File: src/hdl/rv_pipe_pkg.sv
package rv_pipe_pkg;

  // Widths with a meaning of their own
  typedef logic [31:0] xlen_t;
  typedef logic [4:0]  reg_idx_t;
  typedef logic [2:0]  credit_t;

  // Credits granted by the downstream consumer after reset
  localparam credit_t CREDITS = 3'd4;

  // Major opcode of the RV32I load group
  localparam logic [6:0] OPC_LOAD = 7'b0000011;

  // Slot as it leaves the fetcher and sits in IF/ID
  typedef struct packed {
    logic  valid;
    xlen_t pc;
    xlen_t instr;
  } fetch_slot_t;

  // Slot after decode, carried through ID/EX and EX/OUT
  typedef struct packed {
    logic     valid;
    xlen_t    pc;
    xlen_t    instr;
    reg_idx_t rd;
    reg_idx_t rs1;
    reg_idx_t rs2;
    logic     is_load;
  } dec_slot_t;

  localparam fetch_slot_t FETCH_IDLE = '0;
  localparam dec_slot_t   DEC_IDLE   = '0;

  // Hazard unit decision, kept for waveform naming
  typedef enum logic [1:0] {
    RUN,
    LOAD_STALL,
    CREDIT_STALL
  } ctrl_state_t;

  // Register fields sit at fixed positions in every RV32 format
  function automatic dec_slot_t rv_decode(input fetch_slot_t slot);
    dec_slot_t dec;
    dec.valid   = slot.valid;
    dec.pc      = slot.pc;
    dec.instr   = slot.instr;
    dec.rd      = slot.instr[11:7];
    dec.rs1     = slot.instr[19:15];
    dec.rs2     = slot.instr[24:20];
    dec.is_load = (slot.instr[6:0] == OPC_LOAD);
    return dec;
  endfunction

endpackage
File: src/hdl/rv_pipe_top.sv
`timescale 1ns/1ns

module rv_pipe_top import rv_pipe_pkg::*; (
  input  logic        clk,
  input  logic        rst_n,
  input  fetch_slot_t in_slot_i,
  input  logic        in_valid_i,
  output logic        in_ready_o,
  input  logic        redirect_i,
  output dec_slot_t   out_slot_o,
  output logic        out_valid_o,
  input  logic        credit_return_i
);

  fetch_slot_t if_id_d;
  fetch_slot_t if_id_q;
  dec_slot_t   id_dec;
  dec_slot_t   id_ex_q;
  dec_slot_t   ex_out_q;

  logic        if_id_advance;
  logic        if_id_flush;
  logic        id_ex_advance;
  logic        id_ex_bubble;
  logic        ex_out_advance;
  logic        send;
  logic        credit_avail;

  // Observation points for waveforms and the testbench
  credit_t     credit_count;
  ctrl_state_t ctrl_state;

  // Handshake valid becomes the slot valid, an idle input enters as a bubble
  always_comb begin
    if_id_d       = in_slot_i;
    if_id_d.valid = in_valid_i;
  end

  rv_pipe_data #(
    .WIDTH    ($bits(fetch_slot_t)),
    .IDLE_VAL (FETCH_IDLE)
  ) if_id_reg (
    .clk       (clk),
    .rst_n     (rst_n),
    .advance_i (if_id_advance),
    .flush_i   (if_id_flush),
    .bubble_i  (1'b0),
    .data_i    (if_id_d),
    .data_o    (if_id_q)
  );

  // Decode sits between IF/ID and ID/EX
  assign id_dec = rv_decode(if_id_q);

  rv_pipe_data #(
    .WIDTH    ($bits(dec_slot_t)),
    .IDLE_VAL (DEC_IDLE)
  ) id_ex_reg (
    .clk       (clk),
    .rst_n     (rst_n),
    .advance_i (id_ex_advance),
    .flush_i   (1'b0),
    .bubble_i  (id_ex_bubble),
    .data_i    (id_dec),
    .data_o    (id_ex_q)
  );

  rv_pipe_data #(
    .WIDTH    ($bits(dec_slot_t)),
    .IDLE_VAL (DEC_IDLE)
  ) ex_out_reg (
    .clk       (clk),
    .rst_n     (rst_n),
    .advance_i (ex_out_advance),
    .flush_i   (1'b0),
    .bubble_i  (1'b0),
    .data_i    (id_ex_q),
    .data_o    (ex_out_q)
  );

  rv_hazard_unit rv_hazard_unit_inst (
    .clk              (clk),
    .rst_n            (rst_n),
    .id_slot_i        (id_dec),
    .ex_slot_i        (id_ex_q),
    .out_slot_valid_i (ex_out_q.valid),
    .credit_avail_i   (credit_avail),
    .redirect_i       (redirect_i),
    .if_id_advance_o  (if_id_advance),
    .if_id_flush_o    (if_id_flush),
    .id_ex_advance_o  (id_ex_advance),
    .id_ex_bubble_o   (id_ex_bubble),
    .ex_out_advance_o (ex_out_advance),
    .in_ready_o       (in_ready_o),
    .send_o           (send),
    .state_o          (ctrl_state)
  );

  rv_credit_counter rv_credit_counter_inst (
    .clk             (clk),
    .rst_n           (rst_n),
    .send_i          (send),
    .credit_return_i (credit_return_i),
    .credit_avail_o  (credit_avail),
    .count_o         (credit_count)
  );

  // A slot is delivered only in the cycle its credit is spent
  assign out_slot_o  = ex_out_q;
  assign out_valid_o = send;

endmodule

File: src/hdl/rv_hazard_unit.sv
`timescale 1ns/1ns

module rv_hazard_unit import rv_pipe_pkg::*; (
  input  logic        clk,
  input  logic        rst_n,
  input  dec_slot_t   id_slot_i,
  input  dec_slot_t   ex_slot_i,
  input  logic        out_slot_valid_i,
  input  logic        credit_avail_i,
  input  logic        redirect_i,
  output logic        if_id_advance_o,
  output logic        if_id_flush_o,
  output logic        id_ex_advance_o,
  output logic        id_ex_bubble_o,
  output logic        ex_out_advance_o,
  output logic        in_ready_o,
  output logic        send_o,
  output ctrl_state_t state_o
);

  logic        credit_stall;
  logic        load_use;
  ctrl_state_t state_d;
  ctrl_state_t state_q;

  // Output slot waits with nothing to pay for it
  assign credit_stall = out_slot_valid_i && !credit_avail_i;

  // Load in EX feeds a source of the instruction being decoded
  assign load_use = ex_slot_i.valid && ex_slot_i.is_load && (ex_slot_i.rd != '0) &&
                    id_slot_i.valid &&
                    ((ex_slot_i.rd == id_slot_i.rs1) || (ex_slot_i.rd == id_slot_i.rs2));

  assign send_o = out_slot_valid_i && credit_avail_i;

  always_comb begin
    if_id_advance_o  = 1'b0;
    if_id_flush_o    = 1'b0;
    id_ex_advance_o  = 1'b0;
    id_ex_bubble_o   = 1'b0;
    ex_out_advance_o = 1'b0;
    in_ready_o       = 1'b0;
    state_d          = RUN;
    if (credit_stall) begin
      // Whole pipe freezes
      state_d = CREDIT_STALL;
    end else if (redirect_i) begin
      // IF/ID holds the wrong-path slot, so ID/EX must not take it
      if_id_flush_o    = 1'b1;
      id_ex_bubble_o   = 1'b1;
      ex_out_advance_o = 1'b1;
    end else if (load_use) begin
      id_ex_bubble_o   = 1'b1;
      ex_out_advance_o = 1'b1;
      state_d          = LOAD_STALL;
    end else begin
      if_id_advance_o  = 1'b1;
      id_ex_advance_o  = 1'b1;
      ex_out_advance_o = 1'b1;
      in_ready_o       = 1'b1;
    end
  end

  // Last cycle's decision
  always_ff @(posedge clk) begin
    if (!rst_n) begin
      state_q <= RUN;
    end else begin
      state_q <= state_d;
    end
  end

  assign state_o = state_q;

endmodule

File: src/hdl/rv_credit_counter.sv
`timescale 1ns/1ns

module rv_credit_counter import rv_pipe_pkg::*; (
  input  logic    clk,
  input  logic    rst_n,
  input  logic    send_i,
  input  logic    credit_return_i,
  output logic    credit_avail_o,
  output credit_t count_o
);

  credit_t count_q;
  logic    take;
  logic    give;

  // A send and a return in the same cycle cancel out
  assign take = send_i && !credit_return_i;
  assign give = credit_return_i && !send_i;

  always_ff @(posedge clk) begin
    if (!rst_n) begin
      count_q <= CREDITS;
    end else if (take) begin
      // Saturate at zero
      if (count_q != '0) begin
        count_q <= count_q - credit_t'(1);
      end
    end else if (give) begin
      // Never hold more than the consumer granted
      if (count_q != CREDITS) begin
        count_q <= count_q + credit_t'(1);
      end
    end
  end

  assign credit_avail_o = (count_q != '0);
  assign count_o        = count_q;

endmodule

File: src/hdl/rv_pipe_data.sv
`timescale 1ns/1ns

module rv_pipe_data #(
  parameter int               WIDTH    = 32,
  parameter logic [WIDTH-1:0] IDLE_VAL = '0
) (
  input  logic             clk,
  input  logic             rst_n,
  input  logic             advance_i,
  input  logic             flush_i,
  input  logic             bubble_i,
  input  logic [WIDTH-1:0] data_i,
  output logic [WIDTH-1:0] data_o
);

  logic [WIDTH-1:0] data_q;

  // Priority is reset, flush, bubble, advance, then hold
  always_ff @(posedge clk) begin
    if (!rst_n) begin
      data_q <= IDLE_VAL;
    end else if (flush_i) begin
      // Wrong-path slot is dropped
      data_q <= IDLE_VAL;
    end else if (bubble_i) begin
      // Stage is emptied while the stage above holds
      data_q <= IDLE_VAL;
    end else if (advance_i) begin
      data_q <= data_i;
    end
  end

  assign data_o = data_q;

endmodule

File: config.mk
export PLATFORM = sky130hd
export DESIGN_NAME = rv_pipe_top
export DESIGN_NICKNAME = d
export VERILOG_FILES = /design/src/hdl/rv_pipe_pkg.sv /design/src/hdl/rv_pipe_top.sv /design/src/hdl/rv_hazard_unit.sv /design/src/hdl/rv_credit_counter.sv /design/src/hdl/rv_pipe_data.sv
export SDC_FILE = /design/constraint.sdc
export NUM_CORES = 1
export LEC_CHECK = 0
export ABC_AREA = 0
export BUFFER_PORTS_ARGS = -buffer_cell sky130_fd_sc_hd__buf_2
export CORE_ASPECT_RATIO = 0.75
export CORE_UTILIZATION = 35
export DETAILED_ROUTE_END_ITERATION = 8
export PLACE_DENSITY = 0.52
export SLEW_MARGIN = 40
export SYNTH_ARGS = -nofsm -noshare
export SYNTH_HDL_FRONTEND = slang
export SYNTH_SLANG_ARGS = --single-unit
File: constraint.sdc
create_clock -name clk -period 2.7 [get_ports clk]
set_input_delay 0.27 -clock clk [delete_from_list [all_inputs] [get_ports clk]]
set_output_delay 0.27 -clock clk [all_outputs]
set_load 0.05 [all_outputs]
==> Word level (Yosys, flattened, before mapping) <==
Cells that the tools add are included.
{ "word_totals": {"word_cells": 43, "out_inout_bits": 83, "regBits": 230, "input_bits": 70} }
{ "op_classes": {"bitwise": 1, "eq_ne": 5, "n_addsub": 2, "muxes": 12, "reduce_logical": 19} }
{ "op_table": {"columns": ["cell", "n"], "rows": [
  ["$mux W3", 4],
  ["$eq A5 B5 Y1", 2],
  ["$logic_and A1 B1 Y1", 8],
  ["$mux W1", 8],
  ["$eq A7 B2 Y1 const B", 1],
  ["$reduce_bool A5 Y1", 1],
  ["$reduce_bool A2 Y1", 2],
  ["$reduce_or A2 Y1", 2],
  ["$add A3 B1 Y3 const B", 1],
  ["$logic_not A1 Y1", 3],
  ["$ne A3 B3 Y1 const B", 1],
  ["$reduce_and A3 Y1", 1],
  ["$reduce_bool A3 Y1", 1],
  ["$sub A3 B1 Y3 const B", 1],
  ["$ne A2 B2 Y1 const B", 1],
  ["$logic_or A1 B1 Y1", 1],
  ["$not A1 Y1", 1]
]} }

==> Logic depth before layout (Yosys ltp) <==
{ "depth": {"word_depth": 8, "ltp_mapped": 9, "ltp_nobuf": 9} }

==> By module <==
From an unflattened synthesis, not the netlist that was laid out.
{ "unflattened": {"cells_unflattened": 794, "hier_area_um2": 8654.6} }
{ "by_module_without_submodules": {"columns": ["mod", "n_inst", "area_each_um2", "cells_per_inst", "seq_area_each_um2"], "rows": [
  ["rv_pipe_data at ex_out_reg ...", 2, 2921.6, 262, 1621.6],
  ["rv_pipe_data at if_id_reg", 1, 2323.5, 210, 1301.2],
  ["rv_hazard_unit", 1, 250.2, 32, 40.0],
  ["rv_credit_counter", 1, 212.7, 24, 60.1],
  ["rv_pipe_top", 1, 25.0, 4, 0.0]
]} }

==> Least setup slack after synthesis <==
No wires, ideal clock.
{ "synth_timing": {"path_type": "register to output", "start": "reg rv_credit_counter_inst.count_q[1] (netlist: rv_credit_counter_inst.count_o[1])", "end": "out in_ready_o", "t_required_ps": 2430, "path_stages_with_launch": 10, "arrival_ps": 1788, "slack_ps": 642, "cell_sequence": "dfxtp_1 inv_2 nand2_1 nor2_1 and2_1 buf_2 or3_4 buf_6 buf_6 inv_1"} }
{ "synth_between": {"elab_chain_len": 4} }
{ "synth_lines": {"columns": ["item", "line", "source"], "rows": [
  ["from (decl)", "rv_credit_counter.sv:12", "credit_t count_q;"],
  ["from (signal assigned)", "rv_credit_counter.sv:26", "count_q <= count_q - credit_t'(1);"],
  ["from (signal assigned)", "rv_credit_counter.sv:31", "count_q <= count_q + credit_t'(1);"],
  ["$reduce_bool A3 Y1", "rv_credit_counter.sv:36", "assign credit_avail_o = (count_q != '0);"],
  ["$logic_not A1 Y1", "rv_hazard_unit.sv:27", "assign credit_stall = out_slot_valid_i && !credit_avail_i;"],
  ["$logic_and A1 B1 Y1", "rv_hazard_unit.sv:27", null],
  ["$mux W1", "rv_hazard_unit.sv:44", "if (credit_stall) begin"],
  ["to (decl)", "rv_pipe_top.sv:8", "output logic in_ready_o,"]
]} }
Every way passes these cells.

==> flow_summary.ini <==
[floorplan]
die-area_um2 = 23600
core_area_um2 = 22300
initial_core_util_pct = 36.1
fp.dieH_um = 133
num_io_pins = 153
rows = 47
die_x_um = 177

[logic_synthesis]
ys_warn_count = 0
synth.cell_area_um2 = 8060
syn_nets = 1016
ys_ff_latch = 200
yosysSeqAreaShare_pct = 49.7
synthTopCellsByArea = dfxtp_1 (50%), nand2_1 (15%), a21boi_0 (12%)
yosysTopAreaCell = dfxtp_1
synthArstFlopShare_pct = 0
ys_types = 30
synth.most_common_cell = nand2_1
synth_edf_count = 0
synthTopCellsByCount = nand2_1 (331), dfxtp_1 (200), a21boi_0 (124), nand3_1 (71), clkbuf_1 (50)
yosysTopAreaCellShare_pct = 49.7
netlist_instances = 945
syn_area_per_cell_um2 = 8.53
ys.flop_type = dfxtp_1

[global_routing]
met3_usage_pct = 4.20
met2_usage_pct = 24.4
busiest_layer = met2
grt-ovfl-total = 0
grt_use_total_pct = 16.5
grt_pass1_wl_um = 30900
grt_max_degree = 124
antenna_found_initial = 2
grtUsageMet1_pct = 23.4
grt_pass1_vias = 5934

[power_and_ir_drop]
pwr-share-clk_pct = 41.7
pwr-share-seq_pct = 51.7
combPwrFrac_pct = 6.6
peakVddDrop_uv = 384
swShare_pct = 25.0
power_density_nw_per_um2 = 625
p_int_mw = 4.43
switchingPower_mw = 1.48
total_leakage_power_nw = 3.51
totalPowerFinal_mw = 5.91

[placed_design]
place_ws_ns = 0.564
hpwl_um = 11600
dp_cells = 1307
place_congestion = 0.719
placed_area_um2 = 8880
numPortBuffers = 151

[clock_tree]
h-tree-depth = 4
clk_pin_slew_ns = 0.07
clk_path_buf_depth = 2
postCtsSetupRepairBufs = 0
cts_tree = done
clk-insertion-delay-late_ns = 0.44
cts_sinks = 200
cts_buffers = 17
cts-root-buf = clkbuf_16

[worst_hold_path]
min_path_type = in2reg
min-delay-start = in_slot_i[3]

[timing]
hold_viol_final = 0
layout_min_cycle_time_ns = 2.51
whs_ns = 0.0815
skew_ns = 0.0120
min_period_over_period_pct = 93.1
max_freq_mhz = 398
worst_pin_slew_ns = 0.781
slew_violations = 0
finalSetupViolCount = 0
tns_ns = 0
slew_headroom_pct = 47.9
rsz0062_at_grt = false
final.setup.worst_slack_ns = 0.187

[drt]
dr.first_iter.drc_count = 383
wl_um = 19000
route.detailed.drc = 0
vias = 6431
vias_per_cell = 4.80
wire_per_inst_um = 14.1
drtPass1Iterations = 4
drt.antenna.violating_nets = 0

[critical_path]
path_cells = xnor2_1, nand3_1, o22ai_2, and2_1, or3_4, inv_1, buf_2
cpPeakStageDelay_ns = 0.50
worst-setup-path-type = reg2out
critPathTopFamily = simple AND/OR/NAND/NOR gates
rr_startpoint = id_ex_reg.data_o[23]$_SDFFE_PP0P_
crit_buf_inv = 2
startpoint = id_ex_reg.data_o[23]$_SDFFE_PP0P_
critPathArrivalTime_ns = 2.24
end_kind = primary output
required_ns = 2.43
start_kind = register
cpMaxStageDelayCell = or3_4
worstPathMaxFanout = 11

[cells_and_area]
final_util_pct = 42.3
drive_gt1_share_pct = 23.3
area_delta_synth_final_pct = 17.2
final_area_um2 = 9450
num-nets-final = 1103
fin_cells = 1341

[outcome]
outcome = completed

[job]
max_cap_viol_count = 0
path summary, 6_finish.rpt:
path                                        to  slack (ns)  cells past startpoint
max                                 in_ready_o        0.19                      7
min           if_id_reg.data_o[3]$_SDFFE_PP0P_        0.08                      3
max reg2reg   if_id_reg.data_o[5]$_SDFFE_PP0P_        0.66                      7
min reg2reg  id_ex_reg.data_o[33]$_SDFFE_PP0P_        0.45                      2
power groups by stage:
stage | Clock [mW] | Sequential [mW] | Combinational, mW
global placement | 0 | 3.12 | 0.391
global route | 2.69 | 3.06 | 0.429
finish | 2.46 | 3.06 | 0.389
floorplan | 0 | 3.15 | 0.244
detailed placement | 0 | 3.12 | 0.391
CTS | 2.55 | 3.06 | 0.393
layer usage:
metal / share of wire (%) / routed length (µm) / up-vias
met5: 0 / 0 / -
met4: 1.1 / 203 / 0
met3: 5.3 / 1010 / 18
met2: 43 / 8130 / 125
met1: 51 / 9620 / 2973
li1: - / - / 3315
area by class of cell:
cell class | count | area (µm²)
diodes | 3 | 7.51
clock inverters | 12 | 106
well taps | 294 | 368
fillers | 2338 | 12900
clock buffers | 19 | 453
flip-flops and latches | 200 | 4000
multi-input cells | 644 | 3580
inverters | 4 | 15.0
repair buffers | 165 | 917
cells in the final DEF (no fill, tap or decap), types with 2 or more instances in the layout:
cell type / count
clkbuf_8: 2
dfxtp_1: 200
inv_1: 2
nor2b_1: 2
o22ai_2: 40
o21ai_0: 5
a21boi_0: 124
o22ai_1: 27
nand3_1: 71
inv_2: 2
clkinv_4: 3
diode_2: 3
o21a_1: 2
buf_12: 4
a21boi_1: 6
clkbuf_16: 17
inv_6: 7
o211ai_1: 2
buf_2: 150
nor2_1: 5
nand2_1: 330
a21oi_1: 5
xnor2_1: 10
nor3_1: 3
a21oi_4: 2
buf_4: 10
cell families after synthesis:
logic type	Yosys count	share of synthesized area (%)
compound gates	215	21.6
xor+xnor	10	1.09
fa+ha+maj	1	0.248
buf+inv	101	6.39
flops	200	49.7
mux	1	0.124
simple gates	417	20.8
what timing repair did:
item | CTS | global route
resized for setup | 0 | 1
endpoints found under the setup margin | 0 | 1
hold buffers | 0 | 0
worst register-to-register path, stage by stage, from the launching register on:
cell and delay [ns]:
dfxtp_1 0.45, xnor2_1 0.15, nand3_1 0.11, o22ai_2 0.26, and2_1 0.25, or3_4 0.30
buf_4 0.29, o22ai_1 0.10
registers in the layout (all words and copies together) (netlist names):
| register | flops |
|---|---|
| rv_credit_counter_inst.count_o | 3 |
| id_ex_reg.data_o | 66 |
| if_id_reg.data_o | 65 |
| ex_out_reg.data_o | 66 |
Note: power is estimated with default switching activity, not from simulation.
